<file path="src/design/pic_pkg.sv">
// ****************************************
// PIC shared definitions
// Field positions, reset values, the command byte views,
// the acknowledge phase and level conversions
// ****************************************
`default_nettype none

package pic_pkg;

    localparam int num_levels = 8;
    localparam int level_width = 3;

    localparam logic [num_levels-1:0] mask_reset_value = '1;
    localparam logic [level_width-1:0] rotate_reset_value = 3'd7;

    // Bit positions inside command bytes
    localparam int icw1_select_bit = 4;
    localparam int ocw3_select_bit = 3;
    localparam int ltim_bit = 3;
    localparam int sfnm_bit = 4;
    localparam int aeoi_bit = 1;

    localparam logic [7:0] poll_status_flag = 8'h80;

    // Control byte with a0 low and D4 low, read as OCW2 or OCW3 by D3
    typedef union packed {
        struct packed {
            logic                   rotate;
            logic                   specific;
            logic                   eoi;
            logic [1:0]             select;
            logic [level_width-1:0] level;
        } ocw2;
        struct packed {
            logic       reserved;
            logic       esmm;
            logic       smm;
            logic [1:0] select;
            logic       poll;
            logic       read_register;
            logic       read_isr;
        } ocw3;
    } command_word_t;

    typedef enum logic [1:0] {
        phase_ready,
        phase_ack1,
        phase_ack2,
        phase_poll
    } ack_phase_t;

    function automatic logic [num_levels-1:0] level_to_onehot(
        input logic [level_width-1:0] level
    );
        return num_levels'(1) << level;
    endfunction

    // Lowest set bit wins
    function automatic logic [level_width-1:0] onehot_to_level(
        input logic [num_levels-1:0] onehot
    );
        logic [level_width-1:0] level;
        level = '0;
        for (int i = num_levels - 1; i >= 0; i--) begin
            if (onehot[i])
                level = level_width'(i);
        end
        return level;
    endfunction

endpackage

`default_nettype wire

</file>
<file path="src/design/pic_acknowledge_sequencer.sv">
// ****************************************
// PIC acknowledge sequencer
// INTA and poll FSM, INT to the CPU, freeze,
// in-service latching and request clearing
// ****************************************
`timescale 1ns/1ps
`default_nettype none

module pic_acknowledge_sequencer (
    input  wire logic         clock,
    input  wire logic         reset,
    input  wire logic         icw1,
    input  wire logic         ocw3,
    input  wire logic         ocw3_poll,
    input  wire logic         interrupt_acknowledge_n,
    input  wire logic         read,
    input  wire logic [7:0]   interrupt,
    output pic_pkg::ack_phase_t phase,
    output logic [7:0]        acknowledged,
    output logic              end_of_ack,
    output logic              interrupt_to_cpu,
    output logic              latch_in_service,
    output logic              freeze,
    output logic [7:0]        clear_interrupt_request
);

    pic_pkg::ack_phase_t next_phase;
    logic                previous_ack_n;
    logic                previous_read;
    logic                ack_falling;
    logic                ack_rising;
    logic                read_falling;
    logic                end_of_poll;

    always_ff @(posedge clock or posedge reset) begin
        if (reset) begin
            previous_ack_n <= 1'b1;
            previous_read <= 1'b0;
        end else begin
            previous_ack_n <= interrupt_acknowledge_n;
            previous_read <= read;
        end
    end

    assign ack_falling = previous_ack_n & ~interrupt_acknowledge_n;
    assign ack_rising = ~previous_ack_n & interrupt_acknowledge_n;
    assign read_falling = previous_read & ~read;

    always_comb begin
        next_phase = phase;
        case (phase)
            pic_pkg::phase_ready: begin
                if (ocw3 && ocw3_poll)
                    next_phase = pic_pkg::phase_poll;
                else if (ack_falling)
                    next_phase = pic_pkg::phase_ack1;
            end
            pic_pkg::phase_ack1: if (ack_rising) next_phase = pic_pkg::phase_ack2;
            pic_pkg::phase_ack2: if (ack_rising) next_phase = pic_pkg::phase_ready;
            pic_pkg::phase_poll: if (read_falling) next_phase = pic_pkg::phase_ready;
            default: next_phase = pic_pkg::phase_ready;
        endcase
    end

    assign end_of_ack = (phase == pic_pkg::phase_ack2) & ack_rising;
    assign end_of_poll = (phase == pic_pkg::phase_poll) & read_falling;

    assign latch_in_service = ~icw1 & (phase == pic_pkg::phase_ready)
                            & (next_phase != pic_pkg::phase_ready);

    always_comb begin
        if (icw1)
            clear_interrupt_request = '1;
        else if (latch_in_service)
            clear_interrupt_request = interrupt;
        else
            clear_interrupt_request = '0;
    end

    always_ff @(posedge clock or posedge reset) begin
        if (reset) begin
            phase <= pic_pkg::phase_ready;
            acknowledged <= '0;
            interrupt_to_cpu <= 1'b0;
            freeze <= 1'b1;
        end else if (icw1) begin
            phase <= pic_pkg::phase_ready;
            acknowledged <= '0;
            interrupt_to_cpu <= 1'b0;
            freeze <= 1'b0;
        end else begin
            phase <= next_phase;
            freeze <= (next_phase != pic_pkg::phase_ready);
            // Keep a single level even if several requests show up together
            if (latch_in_service)
                acknowledged <= (interrupt == '0) ? '0
                              : pic_pkg::level_to_onehot(pic_pkg::onehot_to_level(interrupt));
            else if (end_of_ack || end_of_poll)
                acknowledged <= '0;
            if (interrupt != '0)
                interrupt_to_cpu <= 1'b1;
            else if (end_of_ack || end_of_poll)
                interrupt_to_cpu <= 1'b0;
        end
    end

    assert property (@(posedge clock) disable iff (reset)
        phase inside {pic_pkg::phase_ready, pic_pkg::phase_ack1,
                      pic_pkg::phase_ack2, pic_pkg::phase_poll});

endmodule

`default_nettype wire

</file>
<file path="src/design/pic_command_decode.sv">
// ****************************************
// PIC command decode
// Splits CPU writes into ICW and OCW strobes
// and follows the initialization sequence
// ****************************************
`timescale 1ns/1ps
`default_nettype none

module pic_command_decode (
    input  wire logic                  clock,
    input  wire logic                  reset,
    input  wire logic                  write,
    input  wire logic                  a0,
    input  wire logic [7:0]            data_in,
    output logic                       icw1,
    output logic                       icw2,
    output logic                       icw4,
    output logic                       ocw1,
    output logic                       ocw2,
    output logic                       ocw3,
    output pic_pkg::command_word_t     command
);

    typedef enum logic [1:0] {init_idle, init_icw2, init_icw3, init_icw4} init_state_t;

    init_state_t init_state;
    init_state_t next_init_state;
    logic        single;
    logic        icw4_needed;
    logic        control_write;
    logic        data_write;

    assign control_write = write & ~a0 & ~data_in[pic_pkg::icw1_select_bit];
    assign data_write = write & a0;

    assign icw1 = write & ~a0 & data_in[pic_pkg::icw1_select_bit];
    assign icw2 = data_write & (init_state == init_icw2);
    assign icw4 = data_write & (init_state == init_icw4);
    assign ocw1 = data_write & (init_state == init_idle);
    assign ocw2 = control_write & ~data_in[pic_pkg::ocw3_select_bit] & (init_state == init_idle);
    assign ocw3 = control_write & data_in[pic_pkg::ocw3_select_bit] & (init_state == init_idle);

    assign command = data_in;

    // ICW3 byte is consumed here and goes nowhere
    always_comb begin
        next_init_state = init_state;
        if (icw1)
            next_init_state = init_icw2;
        else if (data_write) begin
            case (init_state)
                init_icw2: begin
                    if (!single)
                        next_init_state = init_icw3;
                    else
                        next_init_state = icw4_needed ? init_icw4 : init_idle;
                end
                init_icw3: next_init_state = icw4_needed ? init_icw4 : init_idle;
                default:   next_init_state = init_idle;
            endcase
        end
    end

    always_ff @(posedge clock or posedge reset) begin
        if (reset) begin
            init_state <= init_idle;
            single <= 1'b0;
            icw4_needed <= 1'b0;
        end else begin
            init_state <= next_init_state;
            if (icw1) begin
                single <= data_in[1];
                icw4_needed <= data_in[0];
            end
        end
    end

    assert property (@(posedge clock) disable iff (reset)
        $onehot0({icw1, icw2, icw4, ocw1, ocw2, ocw3}));

endmodule

`default_nettype wire

</file>
<file path="src/design/pic_control_logic.sv">
// ****************************************
// PIC control logic top
// Decode, execute and result stages of the controller
// ****************************************
`timescale 1ns/1ps
`default_nettype none

module pic_control_logic (
    input  wire logic       clock,
    input  wire logic       reset,
    input  wire logic       write,
    input  wire logic       a0,
    input  wire logic [7:0] data_in,
    input  wire logic       read,
    input  wire logic       interrupt_acknowledge_n,
    input  wire logic [7:0] interrupt,
    input  wire logic [7:0] highest_level_in_service,
    output logic [7:0]      data_out,
    output logic            data_out_enable,
    output logic            level_triggered,
    output logic            special_fully_nested,
    output logic            read_register_enable,
    output logic            read_register_isr,
    output logic [7:0]      interrupt_mask,
    output logic [2:0]      priority_rotate,
    output logic [7:0]      end_of_interrupt,
    output logic            freeze,
    output logic            latch_in_service,
    output logic [7:0]      clear_interrupt_request,
    output logic            interrupt_to_cpu
);

    logic                   icw1;
    logic                   icw2;
    logic                   icw4;
    logic                   ocw1;
    logic                   ocw2;
    logic                   ocw3;
    pic_pkg::command_word_t command;
    pic_pkg::ack_phase_t    phase;
    logic [7:0]             acknowledged;
    logic                   end_of_ack;
    logic [4:0]             vector_base;

    pic_command_decode i_pic_command_decode (
        .clock   (clock),
        .reset   (reset),
        .write   (write),
        .a0      (a0),
        .data_in (data_in),
        .icw1    (icw1),
        .icw2    (icw2),
        .icw4    (icw4),
        .ocw1    (ocw1),
        .ocw2    (ocw2),
        .ocw3    (ocw3),
        .command (command)
    );

    pic_mode_registers i_pic_mode_registers (
        .clock                    (clock),
        .reset                    (reset),
        .icw1                     (icw1),
        .icw2                     (icw2),
        .icw4                     (icw4),
        .ocw1                     (ocw1),
        .ocw2                     (ocw2),
        .ocw3                     (ocw3),
        .command                  (command),
        .end_of_ack               (end_of_ack),
        .acknowledged             (acknowledged),
        .highest_level_in_service (highest_level_in_service),
        .level_triggered          (level_triggered),
        .special_fully_nested     (special_fully_nested),
        .auto_eoi                 (),
        .vector_base              (vector_base),
        .interrupt_mask           (interrupt_mask),
        .priority_rotate          (priority_rotate),
        .read_register_enable     (read_register_enable),
        .read_register_isr        (read_register_isr),
        .end_of_interrupt         (end_of_interrupt)
    );

    pic_acknowledge_sequencer i_pic_acknowledge_sequencer (
        .clock                   (clock),
        .reset                   (reset),
        .icw1                    (icw1),
        .ocw3                    (ocw3),
        .ocw3_poll               (command.ocw3.poll),
        .interrupt_acknowledge_n (interrupt_acknowledge_n),
        .read                    (read),
        .interrupt               (interrupt),
        .phase                   (phase),
        .acknowledged            (acknowledged),
        .end_of_ack              (end_of_ack),
        .interrupt_to_cpu        (interrupt_to_cpu),
        .latch_in_service        (latch_in_service),
        .freeze                  (freeze),
        .clear_interrupt_request (clear_interrupt_request)
    );

    pic_data_output i_pic_data_output (
        .phase                   (phase),
        .interrupt_acknowledge_n (interrupt_acknowledge_n),
        .read                    (read),
        .vector_base             (vector_base),
        .acknowledged            (acknowledged),
        .data_out                (data_out),
        .data_out_enable         (data_out_enable)
    );

endmodule

`default_nettype wire

</file>
<file path="src/design/pic_data_output.sv">
// ****************************************
// PIC data output
// Vector byte on the second INTA, poll word on read
// ****************************************
`timescale 1ns/1ps
`default_nettype none

module pic_data_output (
    input  wire pic_pkg::ack_phase_t phase,
    input  wire logic                interrupt_acknowledge_n,
    input  wire logic                read,
    input  wire logic [4:0]          vector_base,
    input  wire logic [7:0]          acknowledged,
    output logic [7:0]               data_out,
    output logic                     data_out_enable
);

    logic [2:0] acknowledged_level;

    assign acknowledged_level = pic_pkg::onehot_to_level(acknowledged);

    always_comb begin
        data_out = '0;
        data_out_enable = 1'b0;
        if ((phase == pic_pkg::phase_ack2) && !interrupt_acknowledge_n) begin
            data_out_enable = 1'b1;
            data_out = {vector_base, acknowledged_level};
        end else if ((phase == pic_pkg::phase_poll) && read) begin
            data_out_enable = 1'b1;
            // Nothing pending reads as zero
            if (acknowledged != '0)
                data_out = pic_pkg::poll_status_flag | {5'b0, acknowledged_level};
        end
    end

    always_comb begin
        assert final (data_out_enable || (data_out == '0));
    end

endmodule

`default_nettype wire

</file>
<file path="src/design/pic_mode_registers.sv">
// ****************************************
// PIC mode registers
// Configuration, mask, rotation and read select,
// plus the end of interrupt pulse
// ****************************************
`timescale 1ns/1ps
`default_nettype none

module pic_mode_registers (
    input  wire logic                   clock,
    input  wire logic                   reset,
    input  wire logic                   icw1,
    input  wire logic                   icw2,
    input  wire logic                   icw4,
    input  wire logic                   ocw1,
    input  wire logic                   ocw2,
    input  wire logic                   ocw3,
    input  wire pic_pkg::command_word_t command,
    input  wire logic                   end_of_ack,
    input  wire logic [7:0]             acknowledged,
    input  wire logic [7:0]             highest_level_in_service,
    output logic                        level_triggered,
    output logic                        special_fully_nested,
    output logic                        auto_eoi,
    output logic [4:0]                  vector_base,
    output logic [7:0]                  interrupt_mask,
    output logic [2:0]                  priority_rotate,
    output logic                        read_register_enable,
    output logic                        read_register_isr,
    output logic [7:0]                  end_of_interrupt
);

    logic [7:0] command_byte;
    logic [2:0] ocw2_action;
    logic       auto_rotate;

    assign command_byte = command;
    assign ocw2_action = {command.ocw2.rotate, command.ocw2.specific, command.ocw2.eoi};

    // ICW words
    always_ff @(posedge clock or posedge reset) begin
        if (reset) begin
            level_triggered <= 1'b0;
            vector_base <= '0;
            special_fully_nested <= 1'b0;
            auto_eoi <= 1'b0;
        end else if (icw1) begin
            level_triggered <= command_byte[pic_pkg::ltim_bit];
            vector_base <= '0;
            special_fully_nested <= 1'b0;
            auto_eoi <= 1'b0;
        end else if (icw2) begin
            vector_base <= command_byte[7:3];
        end else if (icw4) begin
            special_fully_nested <= command_byte[pic_pkg::sfnm_bit];
            auto_eoi <= command_byte[pic_pkg::aeoi_bit];
        end
    end

    always_ff @(posedge clock or posedge reset) begin
        if (reset)
            interrupt_mask <= pic_pkg::mask_reset_value;
        else if (icw1)
            interrupt_mask <= pic_pkg::mask_reset_value;
        else if (ocw1)
            interrupt_mask <= command_byte;
    end

    // Rotation from OCW2, or after every acknowledge in auto-rotate
    always_ff @(posedge clock or posedge reset) begin
        if (reset) begin
            auto_rotate <= 1'b0;
            priority_rotate <= pic_pkg::rotate_reset_value;
        end else if (icw1) begin
            auto_rotate <= 1'b0;
            priority_rotate <= pic_pkg::rotate_reset_value;
        end else if (auto_rotate && end_of_ack) begin
            priority_rotate <= pic_pkg::onehot_to_level(acknowledged);
        end else if (ocw2) begin
            casez (ocw2_action)
                3'b000:  auto_rotate <= 1'b0;
                3'b100:  auto_rotate <= 1'b1;
                3'b101:  priority_rotate <= pic_pkg::onehot_to_level(highest_level_in_service);
                3'b11?:  priority_rotate <= command.ocw2.level;
                default: ;
            endcase
        end
    end

    always_ff @(posedge clock or posedge reset) begin
        if (reset) begin
            read_register_enable <= 1'b1;
            read_register_isr <= 1'b0;
        end else if (icw1) begin
            read_register_enable <= 1'b1;
            read_register_isr <= 1'b0;
        end else if (ocw3) begin
            read_register_enable <= command.ocw3.read_register;
            read_register_isr <= command.ocw3.read_isr;
        end
    end

    always_comb begin
        end_of_interrupt = '0;
        if (icw1)
            end_of_interrupt = '1;
        else if (auto_eoi && end_of_ack)
            end_of_interrupt = acknowledged;
        else if (ocw2 && command.ocw2.eoi) begin
            if (command.ocw2.specific)
                end_of_interrupt = pic_pkg::level_to_onehot(command.ocw2.level);
            else
                end_of_interrupt = highest_level_in_service;
        end
    end

    // Only the soft reset clears more than one level at once
    assert property (@(posedge clock) disable iff (reset)
        !icw1 |-> $onehot0(end_of_interrupt));

endmodule

`default_nettype wire

</file>
<file path="config.mk">
export PLATFORM = sky130hd
export DESIGN_NAME = pic_control_logic
export DESIGN_NICKNAME = d
export VERILOG_FILES = /design/src/design/pic_pkg.sv /design/src/design/pic_acknowledge_sequencer.sv /design/src/design/pic_command_decode.sv /design/src/design/pic_control_logic.sv /design/src/design/pic_data_output.sv /design/src/design/pic_mode_registers.sv
export SDC_FILE = /design/constraint.sdc
export NUM_CORES = 1
export LEC_CHECK = 0
export CORE_MARGIN = 8
export CORE_UTILIZATION = 64
export DETAILED_ROUTE_END_ITERATION = 7
export DONT_BUFFER_PORTS = 1
export PLACE_DENSITY = 0.89
export SYNTH_ARGS = -nofsm -noshare
export SYNTH_HDL_FRONTEND = slang
export SYNTH_SLANG_ARGS = --single-unit
</file>
<file path="constraint.sdc">
create_clock -name clock -period 3.9 [get_ports clock]
set_clock_uncertainty 0.15 [all_clocks]
set_input_delay 0.195 -clock clock [delete_from_list [all_inputs] [get_ports clock]]
set_output_delay 0.195 -clock clock [all_outputs]
set_load 0.01 [all_outputs]
</file>
==> impl_metrics.toml <==
[pwr]
power_frac_seq_pct = 48.0
power_mw = 1.29
cellInternalPower_mw = 0.843
p_leak_nw = 1.20
p_sw_mw = 0.442
swShare_pct = 34.4
ir_drop_mv = 0.244
combPwrFrac_pct = 25.0
p_per_area_mw_per_mm2 = 466
clockPowerShare_pct = 27.0

[timing]
fin_tns_setup_ps = 0
setup_violations = 0
relSlewSlack_pct = 15.7
min_period_ps = 3230
drv_slew = 0
whs_ps = -0.536
fmax_mhz = 309
fin_crit_sh_pct = 82.9
rsz0062_at_grt = "no"
tightest_slew_ps = 1250
hold_violations = 2

[route]
drt-initial-drc-count = 218
routedWlPerCell_microns = 20.5
ant_nets = 0
dr.pass1.iters = 6
drc_errors = 0
routed_wl_microns = 7080
via_count = 2349
via_per_inst = 6.79

[synthesis]
yosysTopAreaCell = "dfrtp_1"
syn_nets = 322
synth_edf_count = 0
avgSynthCellArea_sq_um = 8.57
async_flop_share_pct = 100
synth_top_area_share_pct = 26.4
yosysSeqAreaShare_pct = 41.3
synthTopCellsByArea = "dfrtp_1 26%, dfstp_2 15%, nand2_1 7.6%"
ys_ff_latch = 40
yosysUniqueCellTypes = 50
syn_inst = 288
yosys_warnings = 0
synth_ff_type = "dfrtp_1"
syn_area_sq_mm = 0.00247

[cts]
cts_resized = 0
clkLatencyLatePin_ps = 310
cts_tree = "yes"
htreeDepth = 2
cts_hold_buf = 18
clkSlewWorstSetupHoldPaths_ps = 90
ctsRootBufferMaster = "clkbuf_8"
clock_path_buffers = 2
cts_buffers = 5
cts_setup_buffers = 0
cts_sinks = 40

[place]
dpl.hpwl_microns = 4830
gp_congestion = 0.883
port_buffers = 0

[grt]
grt_start_max_net_pins = 41
antenna_found_initial = 0
grt_pass1_vias = 2219
grt_overflow = 0
grt_use_total_pct = 23.0
grt_pass1_wl_microns = 11300

[flow_run]
cap_violations = 0

[layout]
layout-drive-gt1-share_pct = 10.7
post-route-util_pct = 74.8
nNetsFinal = 331
regArea_sq_mm = 0.00102
area_delta_synth_final_pct = 11.8
fillers = 274
multiInputGateArea_sq_mm = 0.00131
diodes = 0

[min_path]
hold_class = "input pin to flip-flop"

[floorplanning]
die_h_microns = 78.1
fp-row-count = 22
start_util_pct = 66.9
core_sq_mm = 0.00369
io_pins = 73
design.die.area_sq_mm = 0.00610
die_w_microns = 78.1

[outcome]
violations = "hold timing"
status = "finished with violations"

[setup_path]
cp.required_ps = 3560
start_kind = "flip-flop"
critical_path_class = "flip-flop to output port"
worstPathArrival_ps = 2890
cp-end-kind = "output port"
critPathMaxFanout = 11
[sequential cells by signal (all words and copies together), names as in the netlist, 2 cells and up]
register                                  flops
i_pic_mode_registers.priority_rotate          3
i_pic_command_decode.init_state               2
i_pic_acknowledge_sequencer.phase             2
i_pic_mode_registers.interrupt_mask           8
i_pic_acknowledge_sequencer.acknowledged      8
i_pic_mode_registers.vector_base              5
[metrics by stage]
step / hold slack, ps / setup WS (ps) / cells / instance area [sq um]
6_report: -0.536 / 668 / 346 / 2760
4_1_cts: 0.583 / 681 / 346 / 2760
5_1_grt: 5.13 / 483 / 346 / 2760
3_5_place_dp: 50.1 / 1040 / 320 / 2470
3_3_place_gp: 50.0 / 1140 / 320 / 2470
2_1_floorplan: 49.5 / 1760 / 288 / 2470
[worst max-delay path, stage by stage (launching register included)]
cell,delay (ps)
dfrtp_1,540
and4bb_2,310
and2_1,270
nor4bb_1,1070
a221o_1,380
[logic make-up after synthesis]
family	after synthesis	share of synthesized area, %
buffers and inverters	35	5.68
adder cells (fa/ha/maj)	4	2.03
AND/OR/NAND/NOR	132	27.3
AO/OA/AOI/OAI	76	23.3
multiplexers	1	0.406
flip-flops	40	41.3
[power by group through the flow]
stage	Combinational [mW]	Sequential [mW]	Clock (mW)
finish	0.321	0.617	0.347
CTS	0.318	0.618	0.348
detailed placement	0.290	0.624	0
global route	0.354	0.629	0.365
global placement	0.282	0.620	0
floorplan	0.280	0.578	0
[synthesized netlist by cell type (2+ instances only)]
master	n
a221o_1	8
and2_1	6
or3_1	2
buf_2	4
a22o_1	8
a311oi_1	4
nand2_1	50
and3b_1	2
dfstp_2	14
nand3_1	17
nor2b_1	7
ha_1	4
o21bai_1	2
o21ai_0	11
and4bb_2	2
a31oi_1	4
nor3b_1	4
a21oi_1	11
dfrtp_1	26
o32ai_1	2
nor3_1	4
nor4_1	4
and3_1	2
nor2_1	18
o31ai_1	3
inv_1	17
clkbuf_1	12
a32o_1	6
a32oi_1	2
o22ai_1	7
nand2b_1	6
[cell usage in the layout (no fill, tap or decap), types with 2 or more instances in the layout]
master         synthesis  final
nand2b_1               6      6
o31ai_1                3      3
clkbuf_8               0      5
ha_1                   4      4
or3_1                  2      2
nand3_1               17     17
a31oi_1                4      4
and3_1                 2      2
dfstp_2               14     14
a311oi_1               4      4
dfrtp_1               26     26
buf_4                  1      2
nor3_1                 4      4
o21bai_1               2      2
and2_1                 6      6
nor2_1                18     18
dlygate4sd3_1          0     18
o32ai_1                2      2
and4bb_2               2      2
nor2b_1                7      7
a22o_1                 8      8
a221o_1                8      8
o22ai_1                7      7
a32o_1                 6      6
and3b_1                2      2
nor4_1                 4      4
inv_1                 17     17
nor3b_1                4      4
o21ai_0               11     11
a21oi_1               11     11
a32oi_1                2      2
nand2_1               50     50
[area by class of cell]
class | instances | area share (%)
clock inverters | 3 | 1.54
repair buffers | 20 | 7.08
flip-flops and latches | 40 | 36.9
multi-input cells | 213 | 47.5
inverters | 17 | 2.31
clock buffers | 5 | 2.50
well taps | 48 | 2.18
[worst paths after layout]
kind	from	end	slack [ps]	cells after the start
max	i_pic_acknowledge_sequencer.phase[0]	end_of_interrupt[1]	670	4
min	interrupt[4]	i_pic_acknowledge_sequencer.interrupt_to_cpu	-0.5	2
max reg2reg	i_pic_command_decode.init_state[0]	i_pic_acknowledge_sequencer.acknowledged[7]	1230	7
min reg2reg	i_pic_mode_registers.vector_base[3]	i_pic_mode_registers.vector_base[3]	350	1
max in group asynchronous	reset	i_pic_mode_registers.interrupt_mask[0]	2930	3
min in group asynchronous	reset	i_pic_mode_registers.vector_base[0]	290	3
[routing by layer]
metal	GRT usage, %	share of wire, %	wire length [microns]	vias to the layer above
li1	-	-	-	1066
met4	10.2	2.6	187	0
met3	9.11	12	876	19
met1	28.7	39	2790	1129
met2	34.5	46	3230	135
met5	0	0	0	-
Note: power is estimated with default switching activity, not from simulation.
